$ cat src/hdl/display_defines.svh
`ifndef DISPLAY_DEFINES_SVH
`define DISPLAY_DEFINES_SVH

// visible area and full scan size in pixels and lines
`define H_ACTIVE 320
`define H_TOTAL 400
`define V_ACTIVE 240
`define V_TOTAL 262

// sync pulse windows, start inclusive and end exclusive
`define H_SYNC_START 336
`define H_SYNC_END 368
`define V_SYNC_START 244
`define V_SYNC_END 247

// tile layout, the same along both axes
// tiles start at TILE_FIRST and TILE_FIRST + TILE_PITCH
`define TILE_FIRST 20
`define TILE_PITCH 110
`define TILE_SIZE 90

// highlight box around the selected tile
// centre moves back by one tile pitch per selected row or column
`define HILITE_CENTRE 175
`define HILITE_HALF 50

`endif

$ cat src/hdl/displayPkg.sv
package displayPkg;

    // horizontal position, wide enough for the whole scan line
    typedef logic [8:0] xCoord;

    // vertical position within the visible area
    typedef logic [7:0] yCoord;

    // 4:4:4 colour, red in the top nibble
    typedef logic [11:0] rgbColour;

    // playfield palette
    localparam rgbColour colBackground = 12'h000;
    localparam rgbColour colTile = 12'h888;
    localparam rgbColour colHighlight = 12'hff0;
    localparam rgbColour colPicked = 12'hf80;

endpackage

$ cat src/hdl/pixelMixer.sv
module pixelMixer
    import displayPkg::*;
(
    input  logic     clk,
    input  logic     nrst,
    input  logic     activeArea,
    input  logic     hsyncRaw,
    input  logic     vsyncRaw,
    input  logic     frameFirst,
    input  logic     modSquaresPixel,
    input  logic     modHighlightPixel,
    input  logic     picked,
    output rgbColour rgb,
    output logic     hsync,
    output logic     vsync,
    output logic     frameStart
);

    // first stage, lines the timing flags up with the tile flags
    logic     activeD;
    logic     hsyncD;
    logic     vsyncD;
    logic     frameD;
    rgbColour colourNext;

    // highlight wins over tile, tile over background
    always_comb begin
        if (!activeD) begin
            colourNext = '0;
        end else if (modHighlightPixel) begin
            colourNext = picked ? colPicked : colHighlight;
        end else if (modSquaresPixel) begin
            colourNext = colTile;
        end else begin
            colourNext = colBackground;
        end
    end

    always_ff @(posedge clk) begin
        if (!nrst) begin
            activeD <= 1'b0;
            hsyncD <= 1'b1;
            vsyncD <= 1'b1;
            frameD <= 1'b0;
            rgb <= '0;
            hsync <= 1'b1;
            vsync <= 1'b1;
            frameStart <= 1'b0;
        end else begin
            activeD <= activeArea;
            hsyncD <= hsyncRaw;
            vsyncD <= vsyncRaw;
            frameD <= frameFirst;
            // second stage, colour and syncs leave together
            rgb <= colourNext;
            hsync <= hsyncD;
            vsync <= vsyncD;
            frameStart <= frameD;
        end
    end

endmodule

$ cat config.mk
export PLATFORM = sky130hd
export DESIGN_NAME = pixelMixer
export DESIGN_NICKNAME = d
export VERILOG_FILES = /design/src/hdl/display_defines.svh /design/src/hdl/displayPkg.sv /design/src/hdl/pixelMixer.sv
export SDC_FILE = /design/constraint.sdc
export NUM_CORES = 1
export LEC_CHECK = 0
export ABC_AREA = 1
export BUFFER_PORTS_ARGS = -buffer_cell sky130_fd_sc_hd__clkbuf_2
export CORE_AREA = 2 2 39 41
export CTS_CLUSTER_DIAMETER = 50
export CTS_CLUSTER_SIZE = 30
export DETAILED_ROUTE_END_ITERATION = 10
export DIE_AREA = 0 0 41 43
export PLACE_DENSITY = 0.57
export SETUP_SLACK_MARGIN = 0.5
export SLEW_MARGIN = 10
export SYNTH_ARGS = -nofsm -noshare
export SYNTH_HDL_FRONTEND = slang
export SYNTH_SLANG_ARGS = --single-unit
$ cat constraint.sdc
create_clock -name clk -period 1.02 [get_ports clk]
set_input_delay 0.204 -clock clk [delete_from_list [all_inputs] [get_ports clk]]
set_output_delay 0.204 -clock clk [all_outputs]
set_load 0.05 [all_outputs]
# Word level (Yosys, flattened, before mapping)
# Cells that the tools add are included.
[totals]
regBits = 19
input_bits = 9
output_inout_bits = 15
elab_cells = 12
[classes]
mux = 3
reduce_logical = 1
[ops]
columns = ["op", "n"]
rows = [
  ["$mux 12", 2],
  ["$mux 7", 1],
  ["$reduce_and 2->1", 1],
]

# Longest topological paths before layout
[depth]
depth_word = 2
mapped_depth = 3
mapped_depth_nobuf = 2

# Least setup slack after synthesis
# Ideal clock, no wire load.
[synth_path]
path_type = "register -> output"
from = "register rgb[10]"
to = "output rgb[10]"
arrival_time_ps = 914
t_required_ps = 816
setup_slack_ps = -98
stages_incl_launch_ff = 2
path_buffers = 1
path_cell_list = "dfxtp_1 -> buf_4"
[synth_lines]
columns = ["item", "line", "text"]
rows = [
  ["from (decl)", "pixelMixer.sv:13", "output rgbColour rgb,"],
  ["from (signal assigned)", "pixelMixer.sv:55", "rgb <= colourNext;"],
]
# No word-level cell between the ends.

==> impl_metrics.yaml <==
global_routing:
  grtUsageTotal: 0.0848
  grt_max_degree: 10
  grt_antenna_before_repair: 0
  grt_pass1_vias: 250
  grt_first_pass_wirelength_um: 931
  grt-ovfl-total: 0
clock_tree:
  clock_sinks: 11
  htree_num_levels: 1
  path_clk_slew_ps: 70
  postCtsSetupBuffers: 0
  cts_tree: "yes"
  clock_path_buffers: 2
  cts_buffers: 3
  clockRootBuffer: "clkbuf_4"
  clk_latency_ps: 260
worst_setup_path:
  critPathLaunchType: "flip-flop"
  cp-end-kind: "output pin"
  worstPathCellList: "buf_8"
  worst_ep_arrival_time_ps: 790
  regToRegSetupSlack_ps: 430
  path_buf_inv: 1
  critPathMaxStageDelay_ps: 380
  crit_family: "flip-flops"
  worstSetupPathType: "reg -> out"
  crit_required_ps: 820
  cp_max_fo: 3
  cp_slowest_cell: "dfxtp_4"
timing:
  setup_viol: 0
  timing.hold.ws_ps: 91.8
  period_minus_slack_ps: 993
  max_freq_mhz: 1010
  finalMaxSlewViolations: 0
  finalCritPeriodShare: 0.974
  rsz0062_at_grt: "yes"
  finalHoldViolations: 0
  skew_ps: 2.24
synthesis:
  ys_top_cells_by_area: "dfxtp_1 55%, buf_4 15%, nand3_4 8.7%"
  synthMostInstantiatedCell: "dfxtp_1"
  avgSynthCellArea_um2: 9.83
  synth_cells: 41
  synth_edf_count: 0
  synth_top_cell_by_area: "dfxtp_1"
  yosysSeqAreaShare: 0.547
  synthDistinctLibCells: 8
  synth-seq-cells: 11
  synth_ff_type: "dfxtp_1"
  yosysWarnings: 0
  syn_area_um2: 403
  netlist_top_cells_count: "11 x dfxtp_1, 8 x buf_4, 8 x inv_1, 8 x nand2_1"
  synth_async_sr_flop_share: 0
  synth_top_area_frac: 0.547
placement:
  gp_congestion: 0.540
  numPortBuffers: 20
  dp_cells: 70
  dp_hpwl_um: 389
layout:
  drive_gt1_frac: 0.621
  fin_cells: 74
  antenna_cells: 0
  nNetsFinal: 68
  syn_to_final_growth_pct: 67.7
power_and_ir_drop:
  p_leak_nw: 0.339
  ir_drop_v: 0.000837
  power_density_mw_per_mm2: 1330
  total_power_mw: 0.897
floorplan:
  coreArea_mm2: 0.00138
  die_h_um: 43
  rows: 14
  die_area_mm2: 0.00176
  ios: 24
  die_w_um: 41
  initial_utilization: 0.291
routing:
  drc: 0
  first_iter_violations: 0
  avgRoutedWirePerCell_um: 6.93
  dr.pass1.iters: 1
  routed_wl_um: 513
  ant_nets: 0
  vias: 279
  vias_per_cell: 3.77
hold_path:
  hold_class: "in -> reg"
run_status:
  outcome: "finished clean"
flow_run:
  drv_cap: 0
routing by layer:
metal,wire (µm),track usage
met1,156,0.0654
met2,266,0.125
met3,90,0.110
met4,0,0.0200
met5,0,0
cells in the final DEF (no fill, tap or decap):
cell type,synthesis,routed
buf_8,0,8
clkbuf_1,0,1
clkbuf_16,0,4
clkbuf_2,0,8
clkbuf_4,0,3
conb_1,1,3
dfxtp_1,11,3
dfxtp_4,0,8
inv_1,8,7
inv_2,0,1
nand2_1,8,8
nand3_4,2,2
nor2_2,2,2
where the power goes:
part           switching [mW]  internal [mW]
clock                   0.132          0.151
combinational           0.100         0.0656
sequential             0.0131          0.434
total                   0.246          0.651
through the flow:
stage | TNS (ps) | utilization | worst slack, ps | instance area [µm²]
after floorplan | 0 | - | 205 | 484
after global placement | 0 | 0.352 | 230 | 487
after detailed placement | 0 | 0.352 | 221 | 487
after CTS | 0 | 0.481 | 3.94 | 666
after global routing | -92.3 | 0.488 | -18.7 | 676
final | 0 | 0.488 | 27.0 | 676
timing repair:
item / in CTS / in global routing
hold buffers: 0 / 0
gates resized for setup: 29 / 8
cloned: 0 / 0
setup endpoints to repair: 16 / 17
cell type report:
type                            count  area (µm²)
Multi-Input combinational cell     15        88.8
Inverter                            8        30.0
Tap cell                           16        20.0
Sequential cell                    11         250
Clock buffer                        4        26.3
Fill cell                         132         708
Timing Repair Buffer               20         260
worst register-to-register path: stages, from the launching register on:
cell and delay (ps):
dfxtp_4 370, nand3_4 70, nor2_2 90
kinds of logic (layout without fill, tap and decap cells):
kind of cell	count (synthesis)	count (layout)	synth area share
buffers and inverters	17	32	0.252
other	1	3	0.00931
AND/OR/NAND/NOR	12	12	0.193
flip-flops	11	11	0.547
final timing paths:
check / depth (start not counted) / to / start
max reg2reg: 2 / rgb[6] / activeD
min reg2reg: 2 / hsync / hsyncD
min: 2 / rgb[6] / picked
max: 1 / rgb[5] / rgb[6]
state kept, by name (all words and copies together) (netlist names):
register    flops
vsync           1
activeD         1
hsync           1
frameD          1
rgb             4
vsyncD          1
hsyncD          1
frameStart      1
Power figures use the tool's default switching activity.
