<file path="src/hdl/display_defines.svh">
`ifndef DISPLAY_DEFINES_SVH
`define DISPLAY_DEFINES_SVH

// visible area and full scan size in pixels and lines
`define H_ACTIVE 320
`define H_TOTAL 400
`define V_ACTIVE 240
`define V_TOTAL 262

// sync pulse windows, start inclusive and end exclusive
`define H_SYNC_START 336
`define H_SYNC_END 368
`define V_SYNC_START 244
`define V_SYNC_END 247

// tile layout, the same along both axes
// tiles start at TILE_FIRST and TILE_FIRST + TILE_PITCH
`define TILE_FIRST 20
`define TILE_PITCH 110
`define TILE_SIZE 90

// highlight box around the selected tile
// centre moves back by one tile pitch per selected row or column
`define HILITE_CENTRE 175
`define HILITE_HALF 50

`endif

</file>
<file path="src/hdl/displayPkg.sv">
package displayPkg;

    // horizontal position, wide enough for the whole scan line
    typedef logic [8:0] xCoord;

    // vertical position within the visible area
    typedef logic [7:0] yCoord;

    // 4:4:4 colour, red in the top nibble
    typedef logic [11:0] rgbColour;

    // playfield palette
    localparam rgbColour colBackground = 12'h000;
    localparam rgbColour colTile = 12'h888;
    localparam rgbColour colHighlight = 12'hff0;
    localparam rgbColour colPicked = 12'hf80;

endpackage

</file>
<file path="src/hdl/vgaTiming.sv">
`include "display_defines.svh"

module vgaTiming
    import displayPkg::*;
(
    input  logic  clk,
    input  logic  nrst,
    output xCoord x,
    output yCoord y,
    output logic  activeArea,
    output logic  blanking,
    output logic  hsyncRaw,
    output logic  vsyncRaw,
    output logic  frameFirst
);

    // line counter needs 9 bits since V_TOTAL is past 255
    logic [8:0] hCount;
    logic [8:0] vCount;
    logic [8:0] hNext;
    logic [8:0] vNext;

    // next scan position, x wraps at H_TOTAL and y steps on each wrap
    always_comb begin
        if (hCount == 9'(`H_TOTAL - 1)) begin
            hNext = '0;
            if (vCount == 9'(`V_TOTAL - 1)) begin
                vNext = '0;
            end else begin
                vNext = vCount + 9'd1;
            end
        end else begin
            hNext = hCount + 9'd1;
            vNext = vCount;
        end
    end

    // decode flags from the next position so they line up with the counters
    always_ff @(posedge clk) begin
        if (!nrst) begin
            hCount <= '0;
            vCount <= '0;
            // flags of pixel (0, 0), which is presented first out of reset
            activeArea <= 1'b1;
            blanking <= 1'b0;
            hsyncRaw <= 1'b1;
            vsyncRaw <= 1'b1;
            frameFirst <= 1'b1;
        end else begin
            hCount <= hNext;
            vCount <= vNext;
            activeArea <= (hNext < 9'(`H_ACTIVE)) && (vNext < 9'(`V_ACTIVE));
            // every line below the visible area counts as blanking
            blanking <= (vNext >= 9'(`V_ACTIVE));
            // syncs are active low
            hsyncRaw <= !((hNext >= 9'(`H_SYNC_START)) && (hNext < 9'(`H_SYNC_END)));
            vsyncRaw <= !((vNext >= 9'(`V_SYNC_START)) && (vNext < 9'(`V_SYNC_END)));
            frameFirst <= (hNext == 9'd0) && (vNext == 9'd0);
        end
    end

    assign x = hCount;
    // lines past 255 fold over here, they are all blanked anyway
    assign y = vCount[7:0];

endmodule

</file>
<file path="config.mk">
export PLATFORM = sky130hd
export DESIGN_NAME = vgaTiming
export DESIGN_NICKNAME = d
export VERILOG_FILES = /design/src/hdl/displayPkg.sv /design/src/hdl/vgaTiming.sv
export VERILOG_INCLUDE_DIRS = /design/src /design/src/hdl
export SDC_FILE = /design/constraint.sdc
export NUM_CORES = 1
export LEC_CHECK = 0
export BUFFER_PORTS_ARGS = -buffer_cell sky130_fd_sc_hd__buf_2
export CAP_MARGIN = 0
export CORE_MARGIN = 5
export CORE_UTILIZATION = 40
export CTS_CLUSTER_DIAMETER = 100
export DETAILED_ROUTE_END_ITERATION = 12
export GPL_ROUTABILITY_DRIVEN = 1
export GPL_TIMING_DRIVEN = 0
export PLACE_DENSITY = 0.67
export SYNTH_ARGS = -nofsm -noshare
export SYNTH_HDL_FRONTEND = slang
export SYNTH_SLANG_ARGS = --single-unit
</file>
<file path="constraint.sdc">
create_clock -name clk -period 3.4 [get_ports clk]
set_input_delay 0.51 -clock clk [delete_from_list [all_inputs] [get_ports clk]]
set_output_delay 0.51 -clock clk [all_outputs]
set_load 0.02 [all_outputs]
</file>
[Word level (Yosys, flattened, before mapping)]
Cells that the tools add are included.
Cells by class
  $add $sub $neg: 2
  multipliers: 0
  div/mod/pow operators: 0
  order comparisons: 7
  eq/ne operators: 2
  shifts and indexed selects: 0
  mux-type cells: 3
  bitwise logic cells: 0
  reduce and logical (&&, ||, !) cells: 8
Operators with widths (number)
  $mux W9: 3
  $add A9 B1 Y9 const B: 2
  $eq A9 B9 Y1 const B: 2
  $ge A9 B8 Y1 const B: 2
  $logic_not A9 Y1: 2
  $lt A9 B8 Y1 const B: 2
  $lt A9 B9 Y1 const B: 2
  $ge A9 B9 Y1 const B: 1
  $logic_and A1 B1 Y1: 4
  $logic_not A1 Y1: 2
Word-level totals
  bits in registers: 23
  latch bits: 0
  RAM bits: 0
  bits in read-only memories: 0
  input bits: 2
  memories kept: 0

[Depth between registers and ports, before layout]
  depth in word-level cells: 6
  mapped depth: 8
  gate-level depth less buffers: 7

[Worst setup path before layout]
Ideal clock, no wire load.
  path kind: register to register
  from: reg hCount[1], in the netlist x[1]
  to: reg frameFirst
  setup time: 0.096 ns
  arrival: 2.117 ns
  data required time: 3.304 ns
  slack: 1.188 ns
  cell stages (with the launch flop): 7
  buffers on the path: 0
  cells stage by stage: dfxtp_1 ha_1 or3b_2 a211o_1 nor4_1 o2111ai_1 o41ai_2
On the way
  longest elaborated chain between the ends: 4
  elaborated cells between the ends (all ways): 7
  classes of those cells: add/sub (1); eq/ne (1); mux (2); reduce/logical (3)
RTL lines
  from (decl): line vgaTiming.sv:18  | logic [8:0] hCount;
  from (signal assigned): line vgaTiming.sv:50  | hCount <= hNext;
  $add A9 B1 Y9 or $eq A9 B9 Y1 (tied branches): line vgaTiming.sv:33, vgaTiming.sv:25
  $mux W9: line vgaTiming.sv:25  | if (hCount == 9'(`H_TOTAL - 1)) begin
  $logic_not A9 Y1: line vgaTiming.sv:58  | frameFirst <= (hNext == 9'd0) && (vNext == 9'd0);
  $logic_and A1 B1 Y1 *: line vgaTiming.sv:58
  to (signal assigned): line vgaTiming.sv:58
  to (decl): line vgaTiming.sv:14  | output logic frameFirst
Every way passes the cells marked *; elsewhere a longest branch is shown, timed or not.
A chain may end at the register's enable or synchronous reset.

[Worst setup path after layout]
  from: reg vCount[0]
  to: reg frameFirst
On the way
  longest elaborated chain between the ends: 5
  elaborated cells between the ends (all ways): 6
  classes of those cells: add/sub (1); eq/ne (1); mux (2); reduce/logical (2)
RTL lines
  from (decl): line vgaTiming.sv:19  | logic [8:0] vCount;
  from (signal assigned): line vgaTiming.sv:51  | vCount <= vNext;
  $add A9 B1 Y9 or $eq A9 B9 Y1 (tied branches): line vgaTiming.sv:30, vgaTiming.sv:27
  $mux W9: line vgaTiming.sv:27  | if (vCount == 9'(`V_TOTAL - 1)) begin
  $mux W9 *: line vgaTiming.sv:25
  $logic_not A9 Y1 *: line vgaTiming.sv:58
  $logic_and A1 B1 Y1 *: line vgaTiming.sv:58
Marked as above.

==> metrics.txt <==
Port Buffers=23; fmax=406 MHz; most frequent cells in the layout=buf_2, dfxtp_1, nor2_1; status=complete, no violations; multi-input logic area=801 um2; crit path from=vCount[0]; Initial DRC Count=67; die width=69.3 um; Fill cells=366; WP data required=3.63 ns; largest net degree at the start of global routing=14; CTS tree=done; M2 GR Usage=0.220; Final ANT Viol Nets=0; asr flop ratio synth=0; Hold WC Path Type=input pin to flop; final setup vio count=0; M3 GR Usage=0.0246; Residual DRC=0; Total Power=442 uW; Peak VDD IR=0.124 mV; GR peak layer=met2; Logic pwr share=0.068; clock skew=0.00259 ns; switch share=0.255; WL per Instance=12.9 um; share of layout cells above drive strength 1=0.260; final hold vios=0; Worst path max stage delay=0.65 ns; Largest delay share family, worst path=simple AND/OR/NAND/NOR gates; GRT met1 Usage=0.168; distinct cell type count after synthesis=47; worst-margin pin slew=0.782 ns; Post-synth EDFFs=0; Yosys reg bits=23; DRT Wirelength=3180 um; total track usage=0.131; num ports=24; RSZ-0062 raised after global routing=false; clk buf depth=2; Worst R2R Setup Slack=0.94 ns; Max Slew Vio Count=0; routability congestion estimate=0.903; Clock Latency Late Sink=0.32 ns; Reg clk slew, reported paths=0.14 ns; worst setup path class=flop to flop; switching pwr=113 uW; setup bufs post-CTS=0; TritonCTS Buffers=3; register area=460 um2; critical path data arrival time=2.69 ns; syn_area_per_cell=8.13 um2; CTS Hold Buffers Added=0; crit path cell chain=ha_1, nor4b_1, nand2_1, a31oi_1, o21ai_1, o41ai_2; wire length of the first global-routing pass=5330 um; final hold slack=0.433 ns; CP max stage cell=nor4b_1; initial antenna violation count=0; clk sink count=23; Synth warnings=0; final worst-path cycle share=0.725; Die ar.=4800 um2; synthesized area=1410 um2; H-Tree Depth=1; CP bufs+invs=0; GR Overflow Total=0; Die H=69.3 um; final core utilization=0.478; Nets=206; Synth Net Count=178; DR pass1 iterations=4; Resized Gates After CTS=0; Slew HR=0.471; max_cap viols=0; Core Area=3360 um2; hold_sp=nrst; root buffer cell=clkbuf_4; DR vias=1301; Pwr Density=275 nW/um2; Leakage Power=0.671 nW; commonest non-fill, non-tap cell in the layout=buf_2; effective utilization at floorplan=0.418; Top FF cell, synth=dfxtp_1; Placed Area=1580 um2; Finished Cell Area=1610 um2; Syn Inst Count=173; sequential-to-total area share from yosys stat=0.327; sequential share of power=0.628; FP Rows=21; Area growth syn-to-layout=14.2%; crit-path max FO=9; post-DP HPWL=2320 um; RR Startpoint=vCount[0]; clock power share=0.304; startpoint types=flop; vias in the first global route=1190; antenna diode count=0; critical path endpoint category=flop; via density per instance=5.29; crit path time final=2.46 ns; internal power=329 uW; setup TNS=0 ns
## worst paths after layout
path / endpoint / depth (start not counted)
setup / recovery: frameFirst / 6
hold / removal: frameFirst / 2
setup reg to reg: frameFirst / 6
hold reg to reg: x[0] / 1
## metrics by stage
stage | setup WS (ns) | instances
after global placement | 0.973 | 242
after global routing | 0.794 | 246
after CTS | 0.956 | 246
after detailed placement | 1.00 | 242
final | 0.936 | 246
after floorplan | 1.19 | 173
## power groups by stage
stage | logic (mW) | registers (mW) | clock network, mW
after floorplan | 0.0152 | 0.288 | 0
after global placement | 0.0299 | 0.283 | 0
after detailed placement | 0.0299 | 0.283 | 0
after CTS | 0.0300 | 0.278 | 0.140
after global routing | 0.0329 | 0.279 | 0.149
final | 0.0299 | 0.277 | 0.135
## area by class of cell
type / instances / area share
timing repair buffer: 23 / 0.0717
inverter: 6 / 0.0140
buffer: 19 / 0.0763
sequential: 23 / 0.287
clock buffer: 3 / 0.0140
clock inverter: 1 / 0.00312
multi-input combinational: 125 / 0.498
tap: 46 / 0.0358
## metal layers
metal	vias up	wire, um
li1	669	-
met1	598	1550
met2	29	1450
met3	5	146
met4	0	31
met5	-	0
## cells in the mapped netlist, types with 3 or more instances
| master | count | area share |
|---|---|---|
| ha_1 | 3 | 0.027 |
| buf_2 | 8 | 0.028 |
| xor2_1 | 4 | 0.025 |
| o21ai_0 | 7 | 0.025 |
| nand4_1 | 4 | 0.018 |
| inv_1 | 6 | 0.016 |
| and2_1 | 3 | 0.013 |
| nor3_1 | 3 | 0.011 |
| o2111ai_1 | 3 | 0.019 |
| a21oi_1 | 8 | 0.028 |
| xnor2_1 | 9 | 0.056 |
| nand3_1 | 7 | 0.025 |
| nand2_1 | 13 | 0.035 |
| buf_4 | 9 | 0.048 |
| nor4_1 | 5 | 0.022 |
| nor2_1 | 21 | 0.056 |
| dfxtp_1 | 23 | 0.33 |
## logic make-up after synthesis
family	Yosys count	synth area share
fa+ha+maj	3	0.0267
flops	23	0.327
xor+xnor	13	0.0810
compound gates	35	0.178
buf+inv	25	0.103
mux	1	0.00712
simple gates	73	0.277
## registers in the layout, indices dropped and copies added, names as in the netlist
signal,cells
vsyncRaw,1
x,9
blanking,1
vCount,9
frameFirst,1
hsyncRaw,1
activeArea,1
Power figures use the tool's default switching activity.
