[config.mk]
export PLATFORM = sky130hd
export DESIGN_NAME = selectionControl
export DESIGN_NICKNAME = d
export VERILOG_FILES = /design/src/hdl/display_defines.svh /design/src/hdl/controlPkg.sv /design/src/hdl/selectionControl.sv
export SDC_FILE = /design/constraint.sdc
export NUM_CORES = 1
export LEC_CHECK = 0
export BUFFER_PORTS_ARGS = -buffer_cell sky130_fd_sc_hd__buf_4
export CAP_MARGIN = 10
export CORE_AREA = 2 2 39 41
export CTS_CLUSTER_DIAMETER = 120
export CTS_CLUSTER_SIZE = 16
export DETAILED_ROUTE_END_ITERATION = 6
export DIE_AREA = 0 0 41 43
export GPL_TIMING_DRIVEN = 0
export PLACE_DENSITY = 0.42
export REMOVE_ABC_BUFFERS = 1
export SLEW_MARGIN = 0
export SYNTH_ARGS = -nofsm -noshare
export SYNTH_HDL_FRONTEND = slang
export SYNTH_SLANG_ARGS = --single-unit
[constraint.sdc]
create_clock -name clk -period 3.6 [get_ports clk]
set_clock_uncertainty 0.15 [all_clocks]
set_input_delay 0.18 -clock clk [delete_from_list [all_inputs] [get_ports clk]]
set_output_delay 0.18 -clock clk [all_outputs]
set_load 0.01 [all_outputs]
[src/hdl/display_defines.svh]
`ifndef DISPLAY_DEFINES_SVH
`define DISPLAY_DEFINES_SVH

// visible area and full scan size in pixels and lines
`define H_ACTIVE 320
`define H_TOTAL 400
`define V_ACTIVE 240
`define V_TOTAL 262

// sync pulse windows, start inclusive and end exclusive
`define H_SYNC_START 336
`define H_SYNC_END 368
`define V_SYNC_START 244
`define V_SYNC_END 247

// tile layout, the same along both axes
// tiles start at TILE_FIRST and TILE_FIRST + TILE_PITCH
`define TILE_FIRST 20
`define TILE_PITCH 110
`define TILE_SIZE 90

// highlight box around the selected tile
// centre moves back by one tile pitch per selected row or column
`define HILITE_CENTRE 175
`define HILITE_HALF 50

`endif

[src/hdl/controlPkg.sv]
package controlPkg;

    // movement and pick commands from the button side
    typedef enum logic [2:0] {
        CMD_UP = 3'd0,
        CMD_DOWN = 3'd1,
        CMD_LEFT = 3'd2,
        CMD_RIGHT = 3'd3,
        CMD_PICK = 3'd4
    } cmdOpcode;

    // selection controller states
    typedef enum logic [1:0] {
        SEL_IDLE = 2'd0,
        SEL_WAIT_BLANK = 2'd1,
        SEL_APPLY = 2'd2
    } selState;

endpackage

[src/hdl/selectionControl.sv]
module selectionControl
    import controlPkg::*;
(
    input  logic     clk,
    input  logic     nrst,
    input  logic     blanking,
    input  logic     cmdValid,
    input  cmdOpcode cmdOp,
    output logic     cmdReady,
    output logic     modRow,
    output logic     modCol,
    output logic     picked
);

    selState state;
    selState stateNext;
    logic    transfer;

    // ready only inside vertical blanking, so the highlight never tears
    assign cmdReady = (state == SEL_WAIT_BLANK) && blanking;
    assign transfer = cmdValid && cmdReady;

    always_comb begin
        stateNext = state;
        case (state)
            SEL_IDLE: begin
                if (cmdValid) begin
                    stateNext = SEL_WAIT_BLANK;
                end
            end
            SEL_WAIT_BLANK: begin
                // command sits here under back-pressure until blanking
                if (transfer) begin
                    stateNext = SEL_APPLY;
                end
            end
            SEL_APPLY: begin
                // one quiet cycle while the sender drops its valid
                stateNext = SEL_IDLE;
            end
            default: begin
                stateNext = SEL_IDLE;
            end
        endcase
    end

    always_ff @(posedge clk) begin
        if (!nrst) begin
            state <= SEL_IDLE;
            modRow <= 1'b0;
            modCol <= 1'b0;
            picked <= 1'b0;
        end else begin
            state <= stateNext;
            // selection changes on the clock after the transfer
            if (transfer) begin
                case (cmdOp)
                    // moves clamp at the grid edge
                    CMD_UP: begin
                        if (modRow != 1'b0) begin
                            modRow <= modRow - 1'b1;
                        end
                    end
                    CMD_DOWN: begin
                        if (modRow != 1'b1) begin
                            modRow <= modRow + 1'b1;
                        end
                    end
                    CMD_LEFT: begin
                        if (modCol != 1'b0) begin
                            modCol <= modCol - 1'b1;
                        end
                    end
                    CMD_RIGHT: begin
                        if (modCol != 1'b1) begin
                            modCol <= modCol + 1'b1;
                        end
                    end
                    CMD_PICK: begin
                        picked <= ~picked;
                    end
                    default: begin
                        // unknown opcodes are swallowed
                        picked <= picked;
                    end
                endcase
            end
        end
    end

endmodule

; ---- Yosys cells after proc, flatten, opt, wreduce, memory -nomap -nowiden
; Index checks and enable logic that the tools add are counted.
[op_classes]
n_div = 0
n_mul = 0
n_shift = 0
n_bitwise = 1
n_eq_ne = 7
magnitude_cmp = 0
add_sub_neg = 4
reduce_logical = 10
muxes = 9
[op_table]
columns = operator, n
row1 = $reduce_and A2 Y1, 4
row2 = $eq A3 B2 Y1 const B, 2
row3 = $mux W1, 4
row4 = $mux W2, 2
row5 = $ne A2 B2 Y1 const B, 2
row6 = $pmux W1 S2, 2
row7 = $pmux W2 S2, 1
row8 = $reduce_bool A2 Y1, 2
row9 = $eq A3 B1 Y1 const B, 1
row10 = $eq A3 B3 Y1 const B, 1
row11 = $logic_not A3 Y1, 1
row12 = $add A1 B1 Y1 const B, 2
row13 = $eq A2 B1 Y1 const B, 1
row14 = $logic_and A1 B1 Y1, 2
row15 = $logic_not A2 Y1, 1
row16 = $sub A1 B1 Y1 const B, 2
row17 = $not A1 Y1, 1
[word_totals]
latchBits = 0
out_inout_bits = 4
regBits = 5
inputBits = 7
ramBits = 0
mem_bits_ro = 0
mem_count = 0
wordCells = 35

; ---- Depth between registers and ports, before layout
; Gate-level depths: netlist of run 1.
[depth]
ltp_word = 5
depth_mapped = 3
ltp_nobuf = 3

; ---- Worst setup path before layout of run 1
; Ideal clock, no wire load.
[synth_path]
path_kind = register to register
startpoint = reg state[1]
endpoint = reg picked
period_less_slack_ns = 1.356
stages_incl_launch_ff = 4
t_arrival_ns = 1.137
setup_slack_ns = 2.244
setup_time_ns = 0.070
path_cell_list = dfxtp_1 -> nand4b_2 -> or4_1 -> a21oi_1
[synth_via]
elab_chain_cells = 4
[synth_rtl]
columns = item, line_no
row1 = from (decl), selectionControl.sv:15  ; selState state;
row2 = from (signal assigned), selectionControl.sv:54  ; state <= stateNext;
row3 = $eq A2 B1 Y1, selectionControl.sv:20  ; assign cmdReady = (state == SEL_WAIT_BLANK) && blanking;
row4 = $logic_and A1 B1 Y1, selectionControl.sv:20
row5 = $logic_and A1 B1 Y1, selectionControl.sv:21  ; assign transfer = cmdValid && cmdReady;
row6 = $reduce_and A2 Y1 (no source line), --
row7 = to (signal assigned), selectionControl.sv:80  ; picked <= ~picked;
row8 = to (signal assigned), selectionControl.sv:84  ; picked <= picked;
row9 = to (decl), selectionControl.sv:12  ; output logic picked
; No other way between the ends.
; A chain may end at the register's enable or synchronous reset.

; ---- Final worst setup path of run 1
; Same ends and word-level chain as after synthesis.

==> results of run 1 <==
-- flip-flops by register name, indices dropped and copies added (netlist names) --
name / cells
modCol: 1
modRow: 1
picked: 1
state: 2
-- metal layers --
metal | part of all wire | vias to the layer above | global-route usage
li1 | - | 112 | -
met1 | 0.46 | 84 | 0.07097
met2 | 0.43 | 13 | 0.07500
met3 | 0.11 | 0 | 0.06806
met4 | 0 | 0 | 0.06000
met5 | 0 | - | 0
-- power by group --
| part | switching [mW] | total (mW) | internal, mW |
|---|---|---|---|
| Combinational | 0.00656 | 0.0151 | 0.00851 |
| Clock | 0.0237 | 0.0656 | 0.0419 |
| Sequential | 0.00109 | 0.0582 | 0.0571 |
-- kinds of logic after synthesis --
kind of cell / Yosys count
AO/OA/AOI/OAI: 4
buffers and inverters: 1
flip-flops: 5
multiplexers: 2
AND/OR/NAND/NOR: 10
-- through the flow --
| step | cell area, sq um | util | instances | setup slack (ns) |
|---|---|---|---|---|
| after floorplan | 214.0 | - | 22 | 2.244 |
| after global placement | 309.0 | 0.2233 | 48 | 2.191 |
| after detailed placement | 309.0 | 0.2233 | 48 | 2.180 |
| after CTS | 345.3 | 0.2495 | 53 | 2.165 |
| after global routing | 345.3 | 0.2495 | 53 | 2.110 |
| final | 345.3 | 0.2495 | 53 | 2.163 |
-- worst register-to-register path, cell delays in order, from the launching register on --
cell and delay [ns]:
dfxtp_1 0.31, nand4b_2 0.27, or4_1 0.50, a21oi_1 0.14
-- repair_timing --
action | CTS | global route
endpoints found under the hold margin | 1 | 0
buffers inserted | 0 | 0
hold buffers | 1 | 0
-- layout by cell type, fill, tap and decap left out, drive strengths merged --
cell type    instances
mux2i                2
nand2b               1
nor2                 2
nand2                3
dlygate4sd3          1
o41ai                1
inv                  1
nor3                 1
a21oi                1
o311ai               1
o31ai                1
dfxtp                5
or4                  1
nor3b                1
nand4b               1
clkbuf               4
buf                 10
-- layout make-up --
class | count | area share
inverters | 1 | 0.01087
clock buffers | 4 | 0.07609
flip-flops and latches | 5 | 0.2899
well taps | 16 | 0.05797
multi-input cells | 16 | 0.3188
repair buffers | 11 | 0.2464
-- worst min-delay path by stage --
stage / from / endpoint / slack (ns)
final: cmdOp[1] / modRow / 0.01
after floorplan: cmdOp[1] / modRow / 0.13
after global placement: cmdOp[2] / modRow / 0.25
after global routing: cmdOp[1] / modRow / 0.01
after detailed placement: cmdOp[2] / modRow / 0.26
after CTS: cmdOp[1] / modRow / 0.002
==> results.md, run 1 <==
* Die Width at 41 microns
* Via density at 3.943
* Compound-Gate Fraction of Synth Area at 0.1404
* Max-Cap Viols at 0
* Post-Route Setup TNS at 0 ns
* Layout cell share with drive strength beyond 1 at 0.3784
* Clk Latency, worst-skew pair at 0.24 ns
* Most numerous cell in the Yosys netlist: dfxtp_1
* CP Launch Point: state[1]
* Flops & latches, synth at 5
* Fin crit share at 0.3991
* Buf/Inv on CP at 0
* Vias in the first global route at 187
* Hold slack at 0.01001 ns
* Reg2Reg Capture Point: picked
* Leakage at 0.1510 nW
* Status: completed
* CP max stage delay at 0.50 ns
* WL/cell at 9.057 microns
* CTS tree: done
* Syn avg cell area at 9.725 sq um
* First-pass GRT wire length at 717 microns
* FF-to-FF setup slack at 2.16 ns
* Final Hold Fails at 0
* Post-cts repair resize count at 0
* Post-synthesis sequential area ratio at 0.4678
* Post-layout minimum cycle time at 1.437 ns
* Clock transition at path regs at 0.04 ns
* Crit path required time at 3.63 ns
* Synth Area in Adders at 0
* Top cells by count, synth: dfxtp_1, nand2_1, mux2i_1, nor2_1
* Clock root buffer master: clkbuf_4
* Routed vias at 209
* GRT overflow at 0
* Crit-path cells: nand4b_2, or4_1, a21oi_1
* Detailed-route DRC error count at 0
* Mux share of post-synthesis cell area at 0.09357
* FP Rows at 14
* Setup crit end kind: register
* Fmax achieved at 0.6961 GHz
* Antenna cell count at 0
* Pin count of the biggest net entering global routing at 7
* Placer's final routability congestion estimate at 0.6073
* Routed Antenna Nets at 0
* Hold depth at 2
* Antenna violations before repair at 0
* Initial Util at 0.1546
* Min-Delay Path Class: in2reg
* Post-Synth Simple-Gate Area at 0.2807
* Xor and xnor fraction of the mapped netlist area at 0
* WL final at 480 microns
* Worst VDD drop at 0.1602 mV
* Cell count along the critical path at 3
* Element type at the critical path start: register
* Synthesized area at 214.0 sq um
* Synth Warn # at 0
* Kind of critical path: reg2reg
* R2R Path Start: state[1]
* CP top delay family: simple AND/OR/NAND/NOR gates
* CORE AREA at 1384 sq um
* Net count, final at 45
* FFs w/ async S/R, synth at 0
* Largest cells by area after synthesis: dfxtp_1, mux2i_1, nand4b_2, nand2_1, o311ai_0
* Multi-input gate area at 110.1 sq um
* Overall Power at 0.1389 mW
* Storage cell area at 100.1 sq um
* Critical path fanouts, max at 6
* Slew @ Worst Pin at 0.2855 ns
* Buffers on Ports at 10
* Number of distinct library cells after synthesis at 14
* CTS H-tree depth at 1
* Post-Syn Instances at 22
* Die area at 1763 sq um
* Cell taking the most area after synthesis: dfxtp_1
* DR iter-0 viols at 4
* Relative max-transition margin at 0.8072
* Synth Flop Type: dfxtp_1
* Final Setup Violations at 0
* Post-synth EDFFs at 0
* Detailed Routing Iterations Pass 1 at 3
* RSZ-0062 raised after global routing: no
* PD cells at 402.2 nW/um^2
* Total GRT Usage at 0.06834
* Reg2reg path depth at 3
* Final Max Slew Viols at 0
* CP max stage cell: or4_1
* Yosys top cell area share at 0.4678
* Clock tree buffer depth at 2
* Critical Path Sink: picked
* CTS sink count at 5
* Die Y at 43 microns
* I/O pins at 11
* # fillers at 146
* Hpwl dp at 359.7 microns
* Largest family of logic cells by synthesized area: simple AND/OR/NAND/NOR gates
* CTS Buf Count at 3
* Synth-to-layout area growth at 61.40%
* WP data arrival at 1.46 ns
Note: power is estimated with default switching activity, not from simulation.
==> run 2, diff against run 1 <==
PLACE_DENSITY = 0.43   (was 0.42)
clock period = 1.2 ns   (was 3.6 ns; I/O delays follow)
==> run 2 against run 1 <==
Critical endpoint unchanged; design area grew 13%; worst hold slack worse by 0.11 ns; the run now ends with negative hold slack, negative setup slack left; first-iteration DRC count fell by 50%.
==> results.md, run 2 (same netlist as run 1, synthesis figures left out) <==
* Status: finished with violations
* Failing checks: negative hold slack, negative setup slack
* Detailed Routing Iterations Pass 1 at 2 (-1)
* Initial Util at 0.1546 (unchanged)
* Final Hold Fails at 3 (+3)
* Cts hold-fix bufs at 3 (+2)
* Fin crit share at 1.040 (+0.6408)
* Total GRT Usage at 0.07731 (+0.008968)
* Hold depth at 2 (unchanged)
* Routed Antenna Nets at 0 (unchanged)
* CP top delay family: compound AO/OA/AOI/OAI gates
* Antenna cell count at 0 (unchanged)
* Clock tree buffer depth at 2 (unchanged)
* First-pass GRT wire length at 890 microns (+24%)
* WL/cell at 10.25 microns (+13%)
* Crit path required time at 1.17 ns (-2.46 ns)
* Vias in the first global route at 255 (+36%)
* Reg2reg path depth at 4 (+1)
* Die area at 1763 sq um (unchanged)
* Min-Delay Path Class: in2reg
* Placer's final routability congestion estimate at 0.6042 (-0.51%)
* Hold slack at -0.1044 ns (-0.1144 ns)
* Net Switching at 0.09793 mW (+210%)
* Relative max-transition margin at 0.7830 (-0.02429)
* Max-Cap Viols at 0 (unchanged)
* Synth-to-layout area growth at 83.04%
* Post-Route Setup TNS at -0.09320 ns (-0.09320 ns)
* FP Rows at 14 (unchanged)
* Combinational share of power at 0.131 (+0.023)
* CTS sink count at 5 (unchanged)
* Final Max Slew Viols at 0 (unchanged)
* Die Width at 41 microns (unchanged)
* RSZ-0062 raised after global routing: yes
* Power Internal at 0.3310 mW (+210%)
* Pin count of the biggest net entering global routing at 6 (-1)
* Worst VDD drop at 0.4333 mV (+170%)
* I/O pins at 11 (unchanged)
* Overall Power at 0.4289 mW (+210%)
* PD cells at 1095 nW/um^2 (+170%)
* Number of flip-flops in the largest register at 2 (unchanged)
* Setup crit end kind: register
* Worst Slack Setup Final at -0.04787 ns (-2.211 ns)
* Sequential fraction of design power at 0.411 (-0.008)
* Clock transition at path regs at 0.05 ns (about the same)
* Fmax achieved at 0.8014 GHz (+15%)
* WL final at 584 microns (+22%)
* Clock Power Share at 0.458 (-0.014)
* Buffers on Ports at 10 (unchanged)
* CTS H-tree depth at 1 (unchanged)
* R2R Path Start: state[1]
* WP data arrival at 1.22 ns (-0.24 ns)
* Final Setup Violations at 3 (+3)
* Reg2Reg Capture Point: picked
* WHS Endpoint: modRow
* Switching share of total power at 0.2283 (+0.002810)
* Clk Latency, worst-skew pair at 0.24 ns (about the same)
* Kind of critical path: reg2reg
* # fillers at 147 (+0.68%)
* Leakage at 0.1749 nW (+16%)
* Crit-path cells: nand4b_4, buf_4, o31ai_1, a21oi_1
* FF-to-FF setup slack at -0.05 ns (-2.21 ns)
* CTS Buf Count at 3 (unchanged)
* CP max stage cell: dfxtp_2
* Element type at the critical path start: register
* CP max stage delay at 0.31 ns (-0.19 ns)
* Via density at 4.123 (+4.5%)
* Detailed-route DRC error count at 0 (unchanged)
* Hpwl dp at 393.5 microns (+9.4%)
* Layout cell share with drive strength beyond 1 at 0.4390 (+0.06065)
* GRT overflow at 0 (unchanged)
* Clock root buffer master: clkbuf_4
* CTS tree: done
* Routed vias at 235 (+12%)
* Slew @ Worst Pin at 0.3215 ns (+0.03597 ns)
* Antenna violations before repair at 0 (unchanged)
* Most frequent cells in the layout: buf_4, nand2_1, clkbuf_4, dlygate4sd3_1, dfxtp_1
* Net count, final at 49 (+8.9%)
* CORE AREA at 1384 sq um (unchanged)
* Buf/Inv on CP at 1 (+1)
* Die Y at 43 microns (unchanged)
* Post-layout minimum cycle time at 1.248 ns (-0.1888 ns)
* Min-Delay Startpoint: cmdOp[1]
* Commonest non-fill, non-tap cell in the layout: buf_4
* Critical path fanouts, max at 5 (-1)
* Reg with most FFs: state
* DR iter-0 viols at 2 (-2)
## run 2: cell types whose count changed in the layout (fill, tap and decap cells not counted), sizes merged
cell,before,now
buf,10,12
dlygate4sd3,1,3
## run 2: worst max-delay path by stage
stage                         from      to  cells after the start
final                     state[1]  picked                      4
after global routing      state[1]  picked                      3
after CTS                 state[1]  picked                      3
after detailed placement  state[1]  picked                      3
after global placement    state[1]  picked                      3
after floorplan           state[1]  picked                      3
## run 2: worst reg2reg max path, delay by kind of cell, from the launching register on
kind | cells | cell delay [ns]
AO/OA/AOI/OAI | 2 | 0.32
buffers and inverters | 1 | 0.16
flip-flops | 1 | 0.31
AND/OR/NAND/NOR | 1 | 0.19
## run 2: layer usage
| layer | vias to the layer above | share of wire | global-route usage |
|---|---|---|---|
| met5 | - | 0 | 0 |
| met4 | 0 | 0 | 0.06000 |
| met3 | 0 | 0.094 | 0.03141 |
| met2 | 11 | 0.49 | 0.1125 |
| met1 | 104 | 0.41 | 0.08360 |
| li1 | 120 | - | - |
## run 2: through the flow
stage,area [sq um],cells,util,setup WS [ns]
5_1_grt,391.6,57,0.2830,-0.1088
4_1_cts,391.6,57,0.2830,-0.04504
6_report,391.6,57,0.2830,-0.04787
2_1_floorplan,214.0,22,-,-0.1564
3_3_place_gp,309.0,48,0.2233,-0.2076
3_5_place_dp,309.0,48,0.2233,-0.2349
## run 2: layout make-up
| type | instances | area [sq um] | area share |
|---|---|---|---|
| timing repair buffer | 15 | 120.1 | 0.3067 |
| sequential | 5 | 102.6 | 0.2620 |
| clock buffer | 4 | 26.28 | 0.06709 |
| tap | 16 | 20.02 | 0.05112 |
| multi-input combinational | 16 | 118.9 | 0.3035 |
| inverter | 1 | 3.754 | 0.009585 |
## run 2: power groups by stage
stage | Combinational [mW] | Sequential, mW | Clock, mW
finish | 0.0561 | 0.176 | 0.196
global route | 0.0612 | 0.177 | 0.219
CTS | 0.0565 | 0.176 | 0.211
detailed placement | 0.0438 | 0.178 | 0
global placement | 0.0414 | 0.177 | 0
floorplan | 0.0151 | 0.178 | 0
## run 2: repair_timing
action | CTS | global route
endpoints found under the setup margin | 3 | 3
hold endpoints to repair | 5 | 3
resized for setup | 3 | 0
buffers inserted | 2 | 0
pin swaps | 2 | 0
